## config.mk

```make
export PLATFORM = sky130hd
export DESIGN_NAME = rv_core_top
export DESIGN_NICKNAME = d
export VERILOG_FILES = /design/src/common/rv_core_pkg.sv /design/src/fetch/fetch_unit.sv /design/src/source/inst_queue.sv /design/src/execute/reg_file.sv /design/src/execute/exec_core.sv /design/src/source/rv_core_top.sv
export SDC_FILE = /design/constraint.sdc
export NUM_CORES = 2
export LEC_CHECK = 0
export ABC_AREA = 0
export BUFFER_PORTS_ARGS = -buffer_cell sky130_fd_sc_hd__buf_2
export CAP_MARGIN = 5
export CORE_ASPECT_RATIO = 1.5
export CORE_UTILIZATION = 64
export DETAILED_ROUTE_END_ITERATION = 8
export GPL_TIMING_DRIVEN = 0
export PLACE_DENSITY = 0.81
export SYNTH_ARGS = -nofsm -noshare
export SYNTH_HDL_FRONTEND = slang
export SYNTH_HIERARCHICAL = 1
export SYNTH_SLANG_ARGS = --single-unit
export TNS_END_PERCENT = 50
```

## constraint.sdc

```tcl
create_clock -name clk -period 14.7 [get_ports clk]
set_input_delay 4.41 -clock clk [delete_from_list [all_inputs] [get_ports clk]]
set_output_delay 4.41 -clock clk [all_outputs]
set_load 0.05 [all_outputs]
```

## src/common/rv_core_pkg.sv

```systemverilog
// ========================================
// shared widths and types for the core
// opcode and ALU operation enums
// funct3 / funct7 field constants
// ========================================

package rv_core_pkg;

    localparam int XLEN = 32;

    // pc advances one word per instruction
    localparam int INST_BYTES = 4;

    typedef logic [XLEN-1:0] word_t;
    typedef logic [4:0]      reg_addr_t;

    // major opcodes the core executes
    typedef enum logic [6:0] {
        OPC_OP     = 7'b0110011,
        OPC_OP_IMM = 7'b0010011,
        OPC_LUI    = 7'b0110111,
        OPC_JAL    = 7'b1101111,
        OPC_BRANCH = 7'b1100011,
        OPC_STORE  = 7'b0100011
    } opcode_e;

    typedef enum logic [3:0] {
        ALU_ADD = 4'd0,
        ALU_SUB = 4'd1,
        ALU_AND = 4'd2,
        ALU_OR  = 4'd3,
        ALU_XOR = 4'd4,
        ALU_SLT = 4'd5,
        ALU_SLL = 4'd6,
        ALU_SRL = 4'd7
    } alu_op_e;

    // funct3 for OP and OP_IMM
    localparam logic [2:0] F3_ADD_SUB = 3'b000;
    localparam logic [2:0] F3_SLL     = 3'b001;
    localparam logic [2:0] F3_SLT     = 3'b010;
    localparam logic [2:0] F3_XOR     = 3'b100;
    localparam logic [2:0] F3_SRL     = 3'b101;
    localparam logic [2:0] F3_OR      = 3'b110;
    localparam logic [2:0] F3_AND     = 3'b111;

    // funct3 for branches and stores
    localparam logic [2:0] F3_BEQ = 3'b000;
    localparam logic [2:0] F3_BNE = 3'b001;
    localparam logic [2:0] F3_SW  = 3'b010;

    // funct7 selects SUB over ADD
    localparam logic [6:0] F7_BASE = 7'b0000000;
    localparam logic [6:0] F7_ALT  = 7'b0100000;

    // addi x0, x0, 0
    localparam word_t NOP_INST = 32'h0000_0013;

endpackage

```

## src/fetch/fetch_unit.sv

```systemverilog
// ========================================
// fetch unit: program counter, request
// issue under queue back-pressure and
// capture of the one-cycle response
// ========================================

`timescale 1ns/10ps

module fetch_unit #(
    parameter int                 QUEUE_DEPTH = 4,
    parameter rv_core_pkg::word_t RESET_PC    = '0,
    localparam int                LVL_W       = $clog2(QUEUE_DEPTH) + 1
) (
    input  logic               clk,
    input  logic               rst_i,
    input  logic [LVL_W-1:0]   level_i,
    input  logic               redirect_i,
    input  rv_core_pkg::word_t redirect_pc_i,
    output logic               imem_req_o,
    output rv_core_pkg::word_t imem_addr_o,
    input  rv_core_pkg::word_t imem_rdata_i,
    output logic               push_o,
    output rv_core_pkg::word_t push_inst_o,
    output rv_core_pkg::word_t push_pc_o
);

    rv_core_pkg::word_t pc_q;
    rv_core_pkg::word_t inflight_pc_q;
    logic               inflight_q;
    logic               kill_q;
    logic [LVL_W:0]     fill_cnt;
    logic               issue;

    // queue entries plus the response still on its way
    assign fill_cnt = {1'b0, level_i} + (LVL_W+1)'(inflight_q);

    // idle in reset and whenever a push could meet a full queue
    assign issue = !rst_i && (fill_cnt < (LVL_W+1)'(QUEUE_DEPTH));

    assign imem_req_o  = issue;
    assign imem_addr_o = pc_q;

    // a response overtaken by a redirect is dropped
    assign push_o      = inflight_q && !kill_q && !redirect_i;
    assign push_inst_o = imem_rdata_i;
    assign push_pc_o   = inflight_pc_q;

    always_ff @(posedge clk) begin
        if (rst_i) begin
            pc_q       <= RESET_PC;
            inflight_q <= 1'b0;
            kill_q     <= 1'b0;
        end else begin
            inflight_q <= issue;
            // request issued alongside a redirect is from the wrong path
            kill_q     <= issue && redirect_i;
            if (redirect_i) begin
                pc_q <= redirect_pc_i;
            end else if (issue) begin
                pc_q <= pc_q + rv_core_pkg::word_t'(rv_core_pkg::INST_BYTES);
            end
        end
    end

    // pc of the outstanding request, paired with its response
    always_ff @(posedge clk) begin
        if (issue) begin
            inflight_pc_q <= pc_q;
        end
    end

    a_redirect_aligned: assert property (
        @(posedge clk) disable iff (rst_i)
        redirect_i |-> (redirect_pc_i[1:0] == 2'b00)
    ) else $error("fetch redirect to unaligned pc %h", redirect_pc_i);

endmodule

```

## src/source/inst_queue.sv

```systemverilog
// ========================================
// instruction queue: circular buffer of
// instruction / pc pairs with flush
// ========================================

`timescale 1ns/10ps

module inst_queue #(
    parameter int  QUEUE_DEPTH = 4,
    localparam int PTR_W       = $clog2(QUEUE_DEPTH),
    localparam int LVL_W       = $clog2(QUEUE_DEPTH) + 1
) (
    input  logic               clk,
    input  logic               rst_i,
    input  logic               flush_i,
    input  logic               push_i,
    input  rv_core_pkg::word_t push_inst_i,
    input  rv_core_pkg::word_t push_pc_i,
    input  logic               pop_i,
    output logic               not_empty_o,
    output logic [LVL_W-1:0]   level_o,
    output rv_core_pkg::word_t head_inst_o,
    output rv_core_pkg::word_t head_pc_o
);

    rv_core_pkg::word_t inst_mem [QUEUE_DEPTH];
    rv_core_pkg::word_t pc_mem   [QUEUE_DEPTH];
    logic [PTR_W-1:0]   wr_ptr_q;
    logic [PTR_W-1:0]   rd_ptr_q;
    logic [LVL_W-1:0]   count_q;
    logic               full;
    logic               do_push;
    logic               do_pop;

    assign full        = (count_q == LVL_W'(QUEUE_DEPTH));
    assign not_empty_o = (count_q != '0);
    assign level_o     = count_q;

    assign do_push = push_i && !flush_i;
    assign do_pop  = pop_i && not_empty_o && !flush_i;

    // empty queue presents a no-op at the head
    assign head_inst_o = not_empty_o ? inst_mem[rd_ptr_q] : rv_core_pkg::NOP_INST;
    assign head_pc_o   = pc_mem[rd_ptr_q];

    always_ff @(posedge clk) begin
        if (rst_i || flush_i) begin
            wr_ptr_q <= '0;
            rd_ptr_q <= '0;
            count_q  <= '0;
        end else begin
            if (do_push) begin
                wr_ptr_q <= wr_ptr_q + 1'b1;
            end
            if (do_pop) begin
                rd_ptr_q <= rd_ptr_q + 1'b1;
            end
            // simultaneous push and pop leaves the count alone
            if (do_push && !do_pop) begin
                count_q <= count_q + 1'b1;
            end else if (do_pop && !do_push) begin
                count_q <= count_q - 1'b1;
            end
        end
    end

    always_ff @(posedge clk) begin
        if (do_push) begin
            inst_mem[wr_ptr_q] <= push_inst_i;
            pc_mem[wr_ptr_q]   <= push_pc_i;
        end
    end

    a_no_push_full: assert property (
        @(posedge clk) disable iff (rst_i) push_i |-> !full
    ) else $error("push into full instruction queue");

    a_no_pop_empty: assert property (
        @(posedge clk) disable iff (rst_i) pop_i |-> not_empty_o
    ) else $error("pop from empty instruction queue");

endmodule

```

## src/execute/reg_file.sv

```systemverilog
// ========================================
// register file: x1..x31, x0 reads zero
// two read ports, one write port
// ========================================

`timescale 1ns/10ps

module reg_file (
    input  logic                   clk,
    input  logic                   rst_i,
    input  rv_core_pkg::reg_addr_t rs1_i,
    input  rv_core_pkg::reg_addr_t rs2_i,
    output rv_core_pkg::word_t     rs1_data_o,
    output rv_core_pkg::word_t     rs2_data_o,
    input  logic                   we_i,
    input  rv_core_pkg::reg_addr_t rd_i,
    input  rv_core_pkg::word_t     rd_data_i
);

    // no storage for x0
    rv_core_pkg::word_t regs_q [1:31];

    assign rs1_data_o = (rs1_i == '0) ? '0 : regs_q[rs1_i];
    assign rs2_data_o = (rs2_i == '0) ? '0 : regs_q[rs2_i];

    always_ff @(posedge clk) begin
        if (rst_i) begin
            for (int i = 1; i < 32; i++) begin
                regs_q[i] <= '0;
            end
        end else if (we_i && (rd_i != '0)) begin
            regs_q[rd_i] <= rd_data_i;
        end
    end

endmodule

```

## src/execute/exec_core.sv

```systemverilog
// ========================================
// execute core: decode, ALU, branch and
// jump resolution, writeback, store strobe
// ========================================

`timescale 1ns/10ps

module exec_core (
    input  logic               clk,
    input  logic               rst_i,
    input  logic               valid_i,
    input  rv_core_pkg::word_t inst_i,
    input  rv_core_pkg::word_t pc_i,
    output logic               pop_o,
    output logic               redirect_o,
    output rv_core_pkg::word_t redirect_pc_o,
    output logic               dmem_we_o,
    output rv_core_pkg::word_t dmem_addr_o,
    output rv_core_pkg::word_t dmem_wdata_o
);

    rv_core_pkg::opcode_e   opcode;
    rv_core_pkg::alu_op_e   alu_op;
    logic [2:0]             funct3;
    logic [6:0]             funct7;
    rv_core_pkg::reg_addr_t rd;
    rv_core_pkg::word_t     rs1_data;
    rv_core_pkg::word_t     rs2_data;
    rv_core_pkg::word_t     imm_i;
    rv_core_pkg::word_t     imm_s;
    rv_core_pkg::word_t     imm_b;
    rv_core_pkg::word_t     imm_j;
    rv_core_pkg::word_t     imm_u;
    rv_core_pkg::word_t     alu_b;
    rv_core_pkg::word_t     alu_result;
    rv_core_pkg::word_t     link_pc;
    rv_core_pkg::word_t     rd_data;
    logic                   use_imm;
    logic                   is_alu;
    logic                   is_lui;
    logic                   is_jal;
    logic                   is_branch;
    logic                   is_sw;
    logic                   br_taken;
    logic                   rd_we;

    assign opcode = rv_core_pkg::opcode_e'(inst_i[6:0]);
    assign rd     = inst_i[11:7];
    assign funct3 = inst_i[14:12];
    assign funct7 = inst_i[31:25];

    // immediate formats
    assign imm_i = {{20{inst_i[31]}}, inst_i[31:20]};
    assign imm_s = {{20{inst_i[31]}}, inst_i[31:25], inst_i[11:7]};
    assign imm_b = {{19{inst_i[31]}}, inst_i[31], inst_i[7], inst_i[30:25],
                    inst_i[11:8], 1'b0};
    assign imm_j = {{11{inst_i[31]}}, inst_i[31], inst_i[19:12], inst_i[20],
                    inst_i[30:21], 1'b0};
    assign imm_u = {inst_i[31:12], 12'b0};

    reg_file u_reg_file (
        .clk        (clk),
        .rst_i      (rst_i),
        .rs1_i      (inst_i[19:15]),
        .rs2_i      (inst_i[24:20]),
        .rs1_data_o (rs1_data),
        .rs2_data_o (rs2_data),
        .we_i       (rd_we),
        .rd_i       (rd),
        .rd_data_i  (rd_data)
    );

    // anything not matched here retires as a no-op
    always_comb begin
        alu_op    = rv_core_pkg::ALU_ADD;
        use_imm   = 1'b0;
        is_alu    = 1'b0;
        is_lui    = 1'b0;
        is_jal    = 1'b0;
        is_branch = 1'b0;
        is_sw     = 1'b0;
        case (opcode)
            rv_core_pkg::OPC_OP: begin
                is_alu = (funct7 == rv_core_pkg::F7_BASE) ||
                         ((funct7 == rv_core_pkg::F7_ALT) &&
                          (funct3 == rv_core_pkg::F3_ADD_SUB));
                case (funct3)
                    rv_core_pkg::F3_ADD_SUB: alu_op = (funct7 == rv_core_pkg::F7_ALT) ?
                                                      rv_core_pkg::ALU_SUB :
                                                      rv_core_pkg::ALU_ADD;
                    rv_core_pkg::F3_SLL: alu_op = rv_core_pkg::ALU_SLL;
                    rv_core_pkg::F3_SLT: alu_op = rv_core_pkg::ALU_SLT;
                    rv_core_pkg::F3_XOR: alu_op = rv_core_pkg::ALU_XOR;
                    rv_core_pkg::F3_SRL: alu_op = rv_core_pkg::ALU_SRL;
                    rv_core_pkg::F3_OR:  alu_op = rv_core_pkg::ALU_OR;
                    rv_core_pkg::F3_AND: alu_op = rv_core_pkg::ALU_AND;
                    default: is_alu = 1'b0;
                endcase
            end
            rv_core_pkg::OPC_OP_IMM: begin
                use_imm = 1'b1;
                is_alu  = 1'b1;
                case (funct3)
                    rv_core_pkg::F3_ADD_SUB: alu_op = rv_core_pkg::ALU_ADD;
                    rv_core_pkg::F3_XOR:     alu_op = rv_core_pkg::ALU_XOR;
                    rv_core_pkg::F3_OR:      alu_op = rv_core_pkg::ALU_OR;
                    rv_core_pkg::F3_AND:     alu_op = rv_core_pkg::ALU_AND;
                    default: is_alu = 1'b0;
                endcase
            end
            rv_core_pkg::OPC_LUI:    is_lui = 1'b1;
            rv_core_pkg::OPC_JAL:    is_jal = 1'b1;
            rv_core_pkg::OPC_BRANCH: is_branch = (funct3 == rv_core_pkg::F3_BEQ) ||
                                                 (funct3 == rv_core_pkg::F3_BNE);
            // only full-word stores
            rv_core_pkg::OPC_STORE:  is_sw = (funct3 == rv_core_pkg::F3_SW);
            default: ;
        endcase
    end

    assign alu_b = use_imm ? imm_i : rs2_data;

    always_comb begin
        case (alu_op)
            rv_core_pkg::ALU_ADD: alu_result = rs1_data + alu_b;
            rv_core_pkg::ALU_SUB: alu_result = rs1_data - alu_b;
            rv_core_pkg::ALU_AND: alu_result = rs1_data & alu_b;
            rv_core_pkg::ALU_OR:  alu_result = rs1_data | alu_b;
            rv_core_pkg::ALU_XOR: alu_result = rs1_data ^ alu_b;
            rv_core_pkg::ALU_SLT: alu_result = {31'b0, $signed(rs1_data) < $signed(alu_b)};
            rv_core_pkg::ALU_SLL: alu_result = rs1_data << alu_b[4:0];
            rv_core_pkg::ALU_SRL: alu_result = rs1_data >> alu_b[4:0];
            default:              alu_result = '0;
        endcase
    end

    // BNE inverts the equality test
    assign br_taken = is_branch &&
                      ((rs1_data == rs2_data) ^ (funct3 == rv_core_pkg::F3_BNE));

    assign link_pc = pc_i + rv_core_pkg::word_t'(rv_core_pkg::INST_BYTES);

    assign rd_data = is_lui ? imm_u :
                     is_jal ? link_pc : alu_result;
    assign rd_we   = valid_i && (is_alu || is_lui || is_jal);

    // the head retires every cycle it is present
    assign pop_o         = valid_i;
    assign redirect_o    = valid_i && (is_jal || br_taken);
    assign redirect_pc_o = pc_i + (is_jal ? imm_j : imm_b);

    assign dmem_we_o    = valid_i && is_sw;
    assign dmem_addr_o  = rs1_data + imm_s;
    assign dmem_wdata_o = rs2_data;

    a_store_valid: assert property (
        @(posedge clk) disable iff (rst_i) dmem_we_o |-> valid_i
    ) else $error("store strobe without a valid instruction");

    // flush leaves nothing to retire on the wrong path
    a_redirect_drains: assert property (
        @(posedge clk) disable iff (rst_i) redirect_o |=> !valid_i
    ) else $error("instruction retired right after a redirect");

endmodule

```

## src/source/rv_core_top.sv

```systemverilog
// ========================================
// core top level: fetch, instruction
// queue and execute wired together
// ========================================

`timescale 1ns/10ps

module rv_core_top #(
    parameter int                 QUEUE_DEPTH = 4,
    parameter rv_core_pkg::word_t RESET_PC    = '0
) (
    input  logic               clk,
    input  logic               rst_i,
    output logic               imem_req_o,
    output rv_core_pkg::word_t imem_addr_o,
    input  rv_core_pkg::word_t imem_rdata_i,
    output logic               dmem_we_o,
    output rv_core_pkg::word_t dmem_addr_o,
    output rv_core_pkg::word_t dmem_wdata_o
);

    localparam int LVL_W = $clog2(QUEUE_DEPTH) + 1;

    // fetch to queue
    logic               push;
    rv_core_pkg::word_t push_inst;
    rv_core_pkg::word_t push_pc;
    logic [LVL_W-1:0]   level;

    // queue to execute
    logic               not_empty;
    rv_core_pkg::word_t head_inst;
    rv_core_pkg::word_t head_pc;
    logic               pop;

    // taken branch or jump
    logic               redirect;
    rv_core_pkg::word_t redirect_pc;

    fetch_unit #(
        .QUEUE_DEPTH (QUEUE_DEPTH),
        .RESET_PC    (RESET_PC)
    ) u_fetch_unit (
        .clk           (clk),
        .rst_i         (rst_i),
        .level_i       (level),
        .redirect_i    (redirect),
        .redirect_pc_i (redirect_pc),
        .imem_req_o    (imem_req_o),
        .imem_addr_o   (imem_addr_o),
        .imem_rdata_i  (imem_rdata_i),
        .push_o        (push),
        .push_inst_o   (push_inst),
        .push_pc_o     (push_pc)
    );

    inst_queue #(
        .QUEUE_DEPTH (QUEUE_DEPTH)
    ) u_inst_queue (
        .clk         (clk),
        .rst_i       (rst_i),
        .flush_i     (redirect),
        .push_i      (push),
        .push_inst_i (push_inst),
        .push_pc_i   (push_pc),
        .pop_i       (pop),
        .not_empty_o (not_empty),
        .level_o     (level),
        .head_inst_o (head_inst),
        .head_pc_o   (head_pc)
    );

    exec_core u_exec_core (
        .clk           (clk),
        .rst_i         (rst_i),
        .valid_i       (not_empty),
        .inst_i        (head_inst),
        .pc_i          (head_pc),
        .pop_o         (pop),
        .redirect_o    (redirect),
        .redirect_pc_o (redirect_pc),
        .dmem_we_o     (dmem_we_o),
        .dmem_addr_o   (dmem_addr_o),
        .dmem_wdata_o  (dmem_wdata_o)
    );

endmodule

```

==> results.toml, run 1 <==
[yosys]
yosys_register_bits = 1355
synth_commonest_cells = "edfxtp_1, and2_1, mux4_2"
netlist_area_mm2 = 0.0814
syn_inst = 6335
synth_warnings = 6
syn_avg_cell_area_um2 = 12.8
synthFlopType = "edfxtp_1"
synth_most_common_cell = "edfxtp_1"
ys_async_sr_fraction_pct = 0
synth_edf_count = 1312
synth_seq_area_share_pct = 49.5
synthTopCellsByArea = "edfxtp_1, mux4_2, and2_1"
synth_cell_types = 112
yosys.area.top_type = "edfxtp_1"
synth_top_cell_area_share_pct = 48.4

[clock_tree]
cts_buffers = 119
ctsHtreeMaxLevel = 3
cts_setup_buffers = 0
cts_resized = 0
clockRootBuffer = "clkbuf_16"
cts_buffer_depth = 3
clkSinkCount = 1355
hold_buffers = 0

[grt]
grt_max_degree = 50
gr-total-overflow = 1709
grtUsageTotal_pct = 74.7
grt_pass1_vias = 78700
grt_pass1_wl_mm = 690

[floorplanning]
die_w_um = 293
fp-row-count = 159
initial_utilization_pct = 64.7
die_h_um = 439
ios = 132

[placed_design]
finalWeightedCongestion = 1.17
numPortBuffers = 99
dp_hpwl_mm = 296
dp_slack_ns = 1.44

[run_status]
error = "[ERROR GRT-0116] Global routing finished with congestion. Check the congestion regions in the DRC Viewer."
status = "stopped before the end"
lastStage = "global routing (5_1_grt)"
[metrics by stage]
| step | util (%) | instance area [um2] | std cells |
|---|---|---|---|
| 2_1_floorplan | - | 81500 | 6366 |
| 4_1_cts | 70.9 | 89200 | 8446 |
| 3_5_place_dp | 67.8 | 85200 | 8225 |
| 3_3_place_gp | 66.9 | 84100 | 8155 |
[cell families after synthesis]
family | count (synthesis) | synth area share, %
other | 1 | 0.00461
AOI/OAI and AO/OA | 1046 | 9.01
and+or+nand+nor | 2030 | 14.0
xor gates and xnor gates | 181 | 1.95
buffers and inverters | 708 | 4.08
adders and majority gates | 179 | 2.79
muxes | 835 | 18.7
DFF | 1355 | 49.5
[metal layers]
metal | track usage [%] | GRT overflow
met5 | 23.2 | 2
met4 | 76.2 | 542
met3 | 54.9 | 15
met2 | 96.3 | 1140
met1 | 72.9 | 10
==> run 2, diff against run 1 <==
--- a/config.mk
+++ b/config.mk
@@ -8,11 +8,10 @@
 export ABC_AREA = 0
 export BUFFER_PORTS_ARGS = -buffer_cell sky130_fd_sc_hd__buf_2
 export CAP_MARGIN = 5
-export CORE_ASPECT_RATIO = 1.5
-export CORE_UTILIZATION = 64
+export CORE_UTILIZATION = 40
 export DETAILED_ROUTE_END_ITERATION = 8
 export GPL_TIMING_DRIVEN = 0
-export PLACE_DENSITY = 0.81
+export PLACE_DENSITY_LB_ADDON = 0.15
 export SYNTH_ARGS = -nofsm -noshare
 export SYNTH_HDL_FRONTEND = slang
 export SYNTH_HIERARCHICAL = 1
==> run 2 against run 1 <==
  * The flow now finishes, with violations (capacitance limit, slew limit)
  * Synthesized cell count is the same
  * Synthesized area is the same
==> results.toml, run 2 <==
[yosys]
synth_warnings = 6
synth_most_common_cell = "edfxtp_1"
syn_avg_cell_area_um2 = 12.8
synth_seq_area_share_pct = 49.5
synth_commonest_cells = "edfxtp_1, and2_1, mux4_2"
synthTopCellsByArea = "edfxtp_1, mux4_2, and2_1"
yosys.area.top_type = "edfxtp_1"
synthFlopType = "edfxtp_1"
synth_top_cell_area_share_pct = 48.4
yosys_register_bits = 1355
synth_edf_count = 1312
ys_async_sr_fraction_pct = 0
synth_cell_types = 112
syn_inst = 6335
netlist_area_mm2 = 0.0814

[hold_path]
hp-class = "reg -> reg"
hold_path_end = "u_inst_queue/pc_mem[0][9]$_DFFE_PP_"
worst_hold_startpoint = "u_fetch_unit/push_pc_o[9]$_DFFE_PP_"
hold_path_depth = 0

[worst_setup_path]
crit_type = "reg -> out"
reg2reg_depth = 31
worst_setup_path_end_kind = "output port"
r2r-end = "u_exec_core/u_reg_file/regs_q[20][24]$_SDFFCE_PN0P_"
setup.worst_path.start_class = "register"
crit_slowest_cell = "nor3_1"
cp_data_arrival_time_ns = 9.76
worst-r2r-setup-slack_ns = 1.56
crit_fanout = 10
critPathRequiredTime_ns = 10.29
cp_slowest_stage_delay_ns = 0.84
crit_chain = "nor3_1, inv_1, clkbuf_1, and2_1, nand2b_1, clkbuf_1, or2_1, clkbuf_1, clkbuf_1, o22ai_1, nor3_2, buf_6, ha_1, a2111oi_0, a22oi_1, nand2_1, nor3_1, a21oi_1, a31oi_1, o21ai_0, o21bai_1, a21oi_1, xnor2_1, buf_2"
cpMostUsedCell = "clkbuf_1"
r2r-start = "u_inst_queue/level_o[0]$_SDFFE_PP0P_"

[placed_design]
dp.cells = 9222
dp_hpwl_mm = 272
numPortBuffers = 99
placed_cell_area_mm2 = 0.0868
finalWeightedCongestion = 1.04

[final_layout]
top_regs = "u_exec_core/u_reg_file/regs_q (1024), u_inst_queue/inst_mem (128), u_inst_queue/pc_mem (128)"
final_net_count = 6929
largest_reg_flops = 1024
final_cells = 9517
fill_cells = 18500
final_cell_mix = "edfxtp_1, and2_1, mux4_2, clkbuf_1, nor2_1"
layout-drive-gt1-share_pct = 19.6
final_area_mm2 = 0.0919
top_register = "u_exec_core/u_reg_file/regs_q"
syn_to_final_growth_pct = 12.9
final_common_cell = "edfxtp_1"

[route]
dr.pass1.iters = 8
routedWlPerCell_um = 38.7
ant_nets = 0
drc = 0
wl_mm = 368
vias_per_cell = 6.63
vias = 63100
drt-initial-drc-count = 9983

[sta]
hold_viol_final = 0
rsz0062_at_grt = "false"
worst_pin_slew_ns = 1.54
fin_crit_sh_pct = 96.4
relSlewSlack_pct = -2.71
setup_viol = 0
finClkSkew_ns = 0.0792
drv_slew = 43
fin_crit_ns = 14.17
fmax_mhz = 70.6

[floorplanning]
die_h_um = 453
fp-row-count = 165
dieArea_mm2 = 0.205
ios = 132
die_w_um = 453
fp.coreArea_mm2 = 0.202
initial_utilization_pct = 40.3

[clock_tree]
ctsHtreeMaxLevel = 4
cts_resized = 0
cts_buffers = 154
cts_buffer_depth = 3
clk_transition_reported_paths_ns = 0.06
cts_tree = "built"
hold_buffers = 0
clockRootBuffer = "clkbuf_16"
clk-insertion-delay-late_ns = 0.85
clkSinkCount = 1355
cts_setup_buffers = 0

[grt]
grt_max_degree = 53
grt_pass1_vias = 59900
grtUsageTotal_pct = 35.3
grt_pass1_wl_mm = 496
gr-total-overflow = 0
antenna_found_initial = 20

[flow_run]
maxCapViolCount = 5

[run_status]
failed_checks = "capacitance limit, slew limit"
status = "complete, but fails checks"
==> run 2: cell counts after synthesis <==
Identical to the previous run, type by type.
==> run 2: area by class of cell <==
class                           count  area [um2]  area share, %
Tap cell                         2672        3340           3.64
Timing Repair Buffer              194        1710           1.87
Buffer                            575        2820           3.07
Clock buffer                      193        4050           4.41
Clock inverter                     82         831          0.904
Sequential cell                  1355       40300           43.8
Inverter                          133         504          0.549
Multi-Input combinational cell   4303       38300           41.7
Antenna cell                       10        25.0         0.0272
==> run 2: per-stage QoR <==
step	worst slack [ns]	TNS (ns)	util, %	hold WS, ns
2_1_floorplan	4.05	0	-	0.459
3_3_place_gp	-0.739	-151.08	42.2	0.471
3_5_place_dp	1.55	0	42.9	0.467
4_1_cts	0.707	0	45.4	0.499
5_1_grt	0.239	0	45.4	0.516
6_report	0.527	0	45.4	0.500
==> run 2: worst max-delay path: cells and delay by family, from the launching register on <==
kind	cells	cell delay, ns
AOI/OAI and AO/OA	8	2.71
xor gates and xnor gates	1	0.14
adders and majority gates	1	0.31
buffers and inverters	7	2.89
DFF	1	0.38
and+or+nand+nor	7	2.45
==> run 2: how the worst max path moves through the flow <==
stage / start / endpoint / slack (ns) / cells past startpoint
detailed placement: register / dmem_addr_o[29] / 1.55 / 24
floorplan: register / dmem_addr_o[28] / 4.05 / 23
CTS: register / dmem_addr_o[29] / 0.71 / 24
global route: u_inst_queue/level_o[0]$_SDFFE_PP0P_ / dmem_addr_o[29] / 0.24 / 24
finish: u_inst_queue/level_o[0]$_SDFFE_PP0P_ / dmem_addr_o[29] / 0.53 / 24
global placement: register / dmem_addr_o[29] / -0.74 / 22
==> run 2: cells by family (layout without fill, tap and decap cells) <==
family	after synthesis	after routing	share of synthesized area (%)
fa+ha+maj	179	179	2.79
flops	1355	1355	49.5
xor+xnor	181	181	1.95
buf+inv	708	1177	4.08
mux	835	835	18.7
simple gates	2030	2030	14.0
compound gates	1046	1046	9.01
other cells	1	42	0.00461
==> run 2: routing by layer <==
metal	GRT usage, %	vias to the layer above	wire length [um]
met2	49.9	4671	154000
met1	48.9	32500	148000
met4	18.5	2	22000
met5	0	-	12
met3	10.2	876	44200
li1	-	25000	-
Power of run 2 is left out: the tool's default activity adds up to more than one toggle a clock period on the data nets, which glitch-free logic cannot reach.
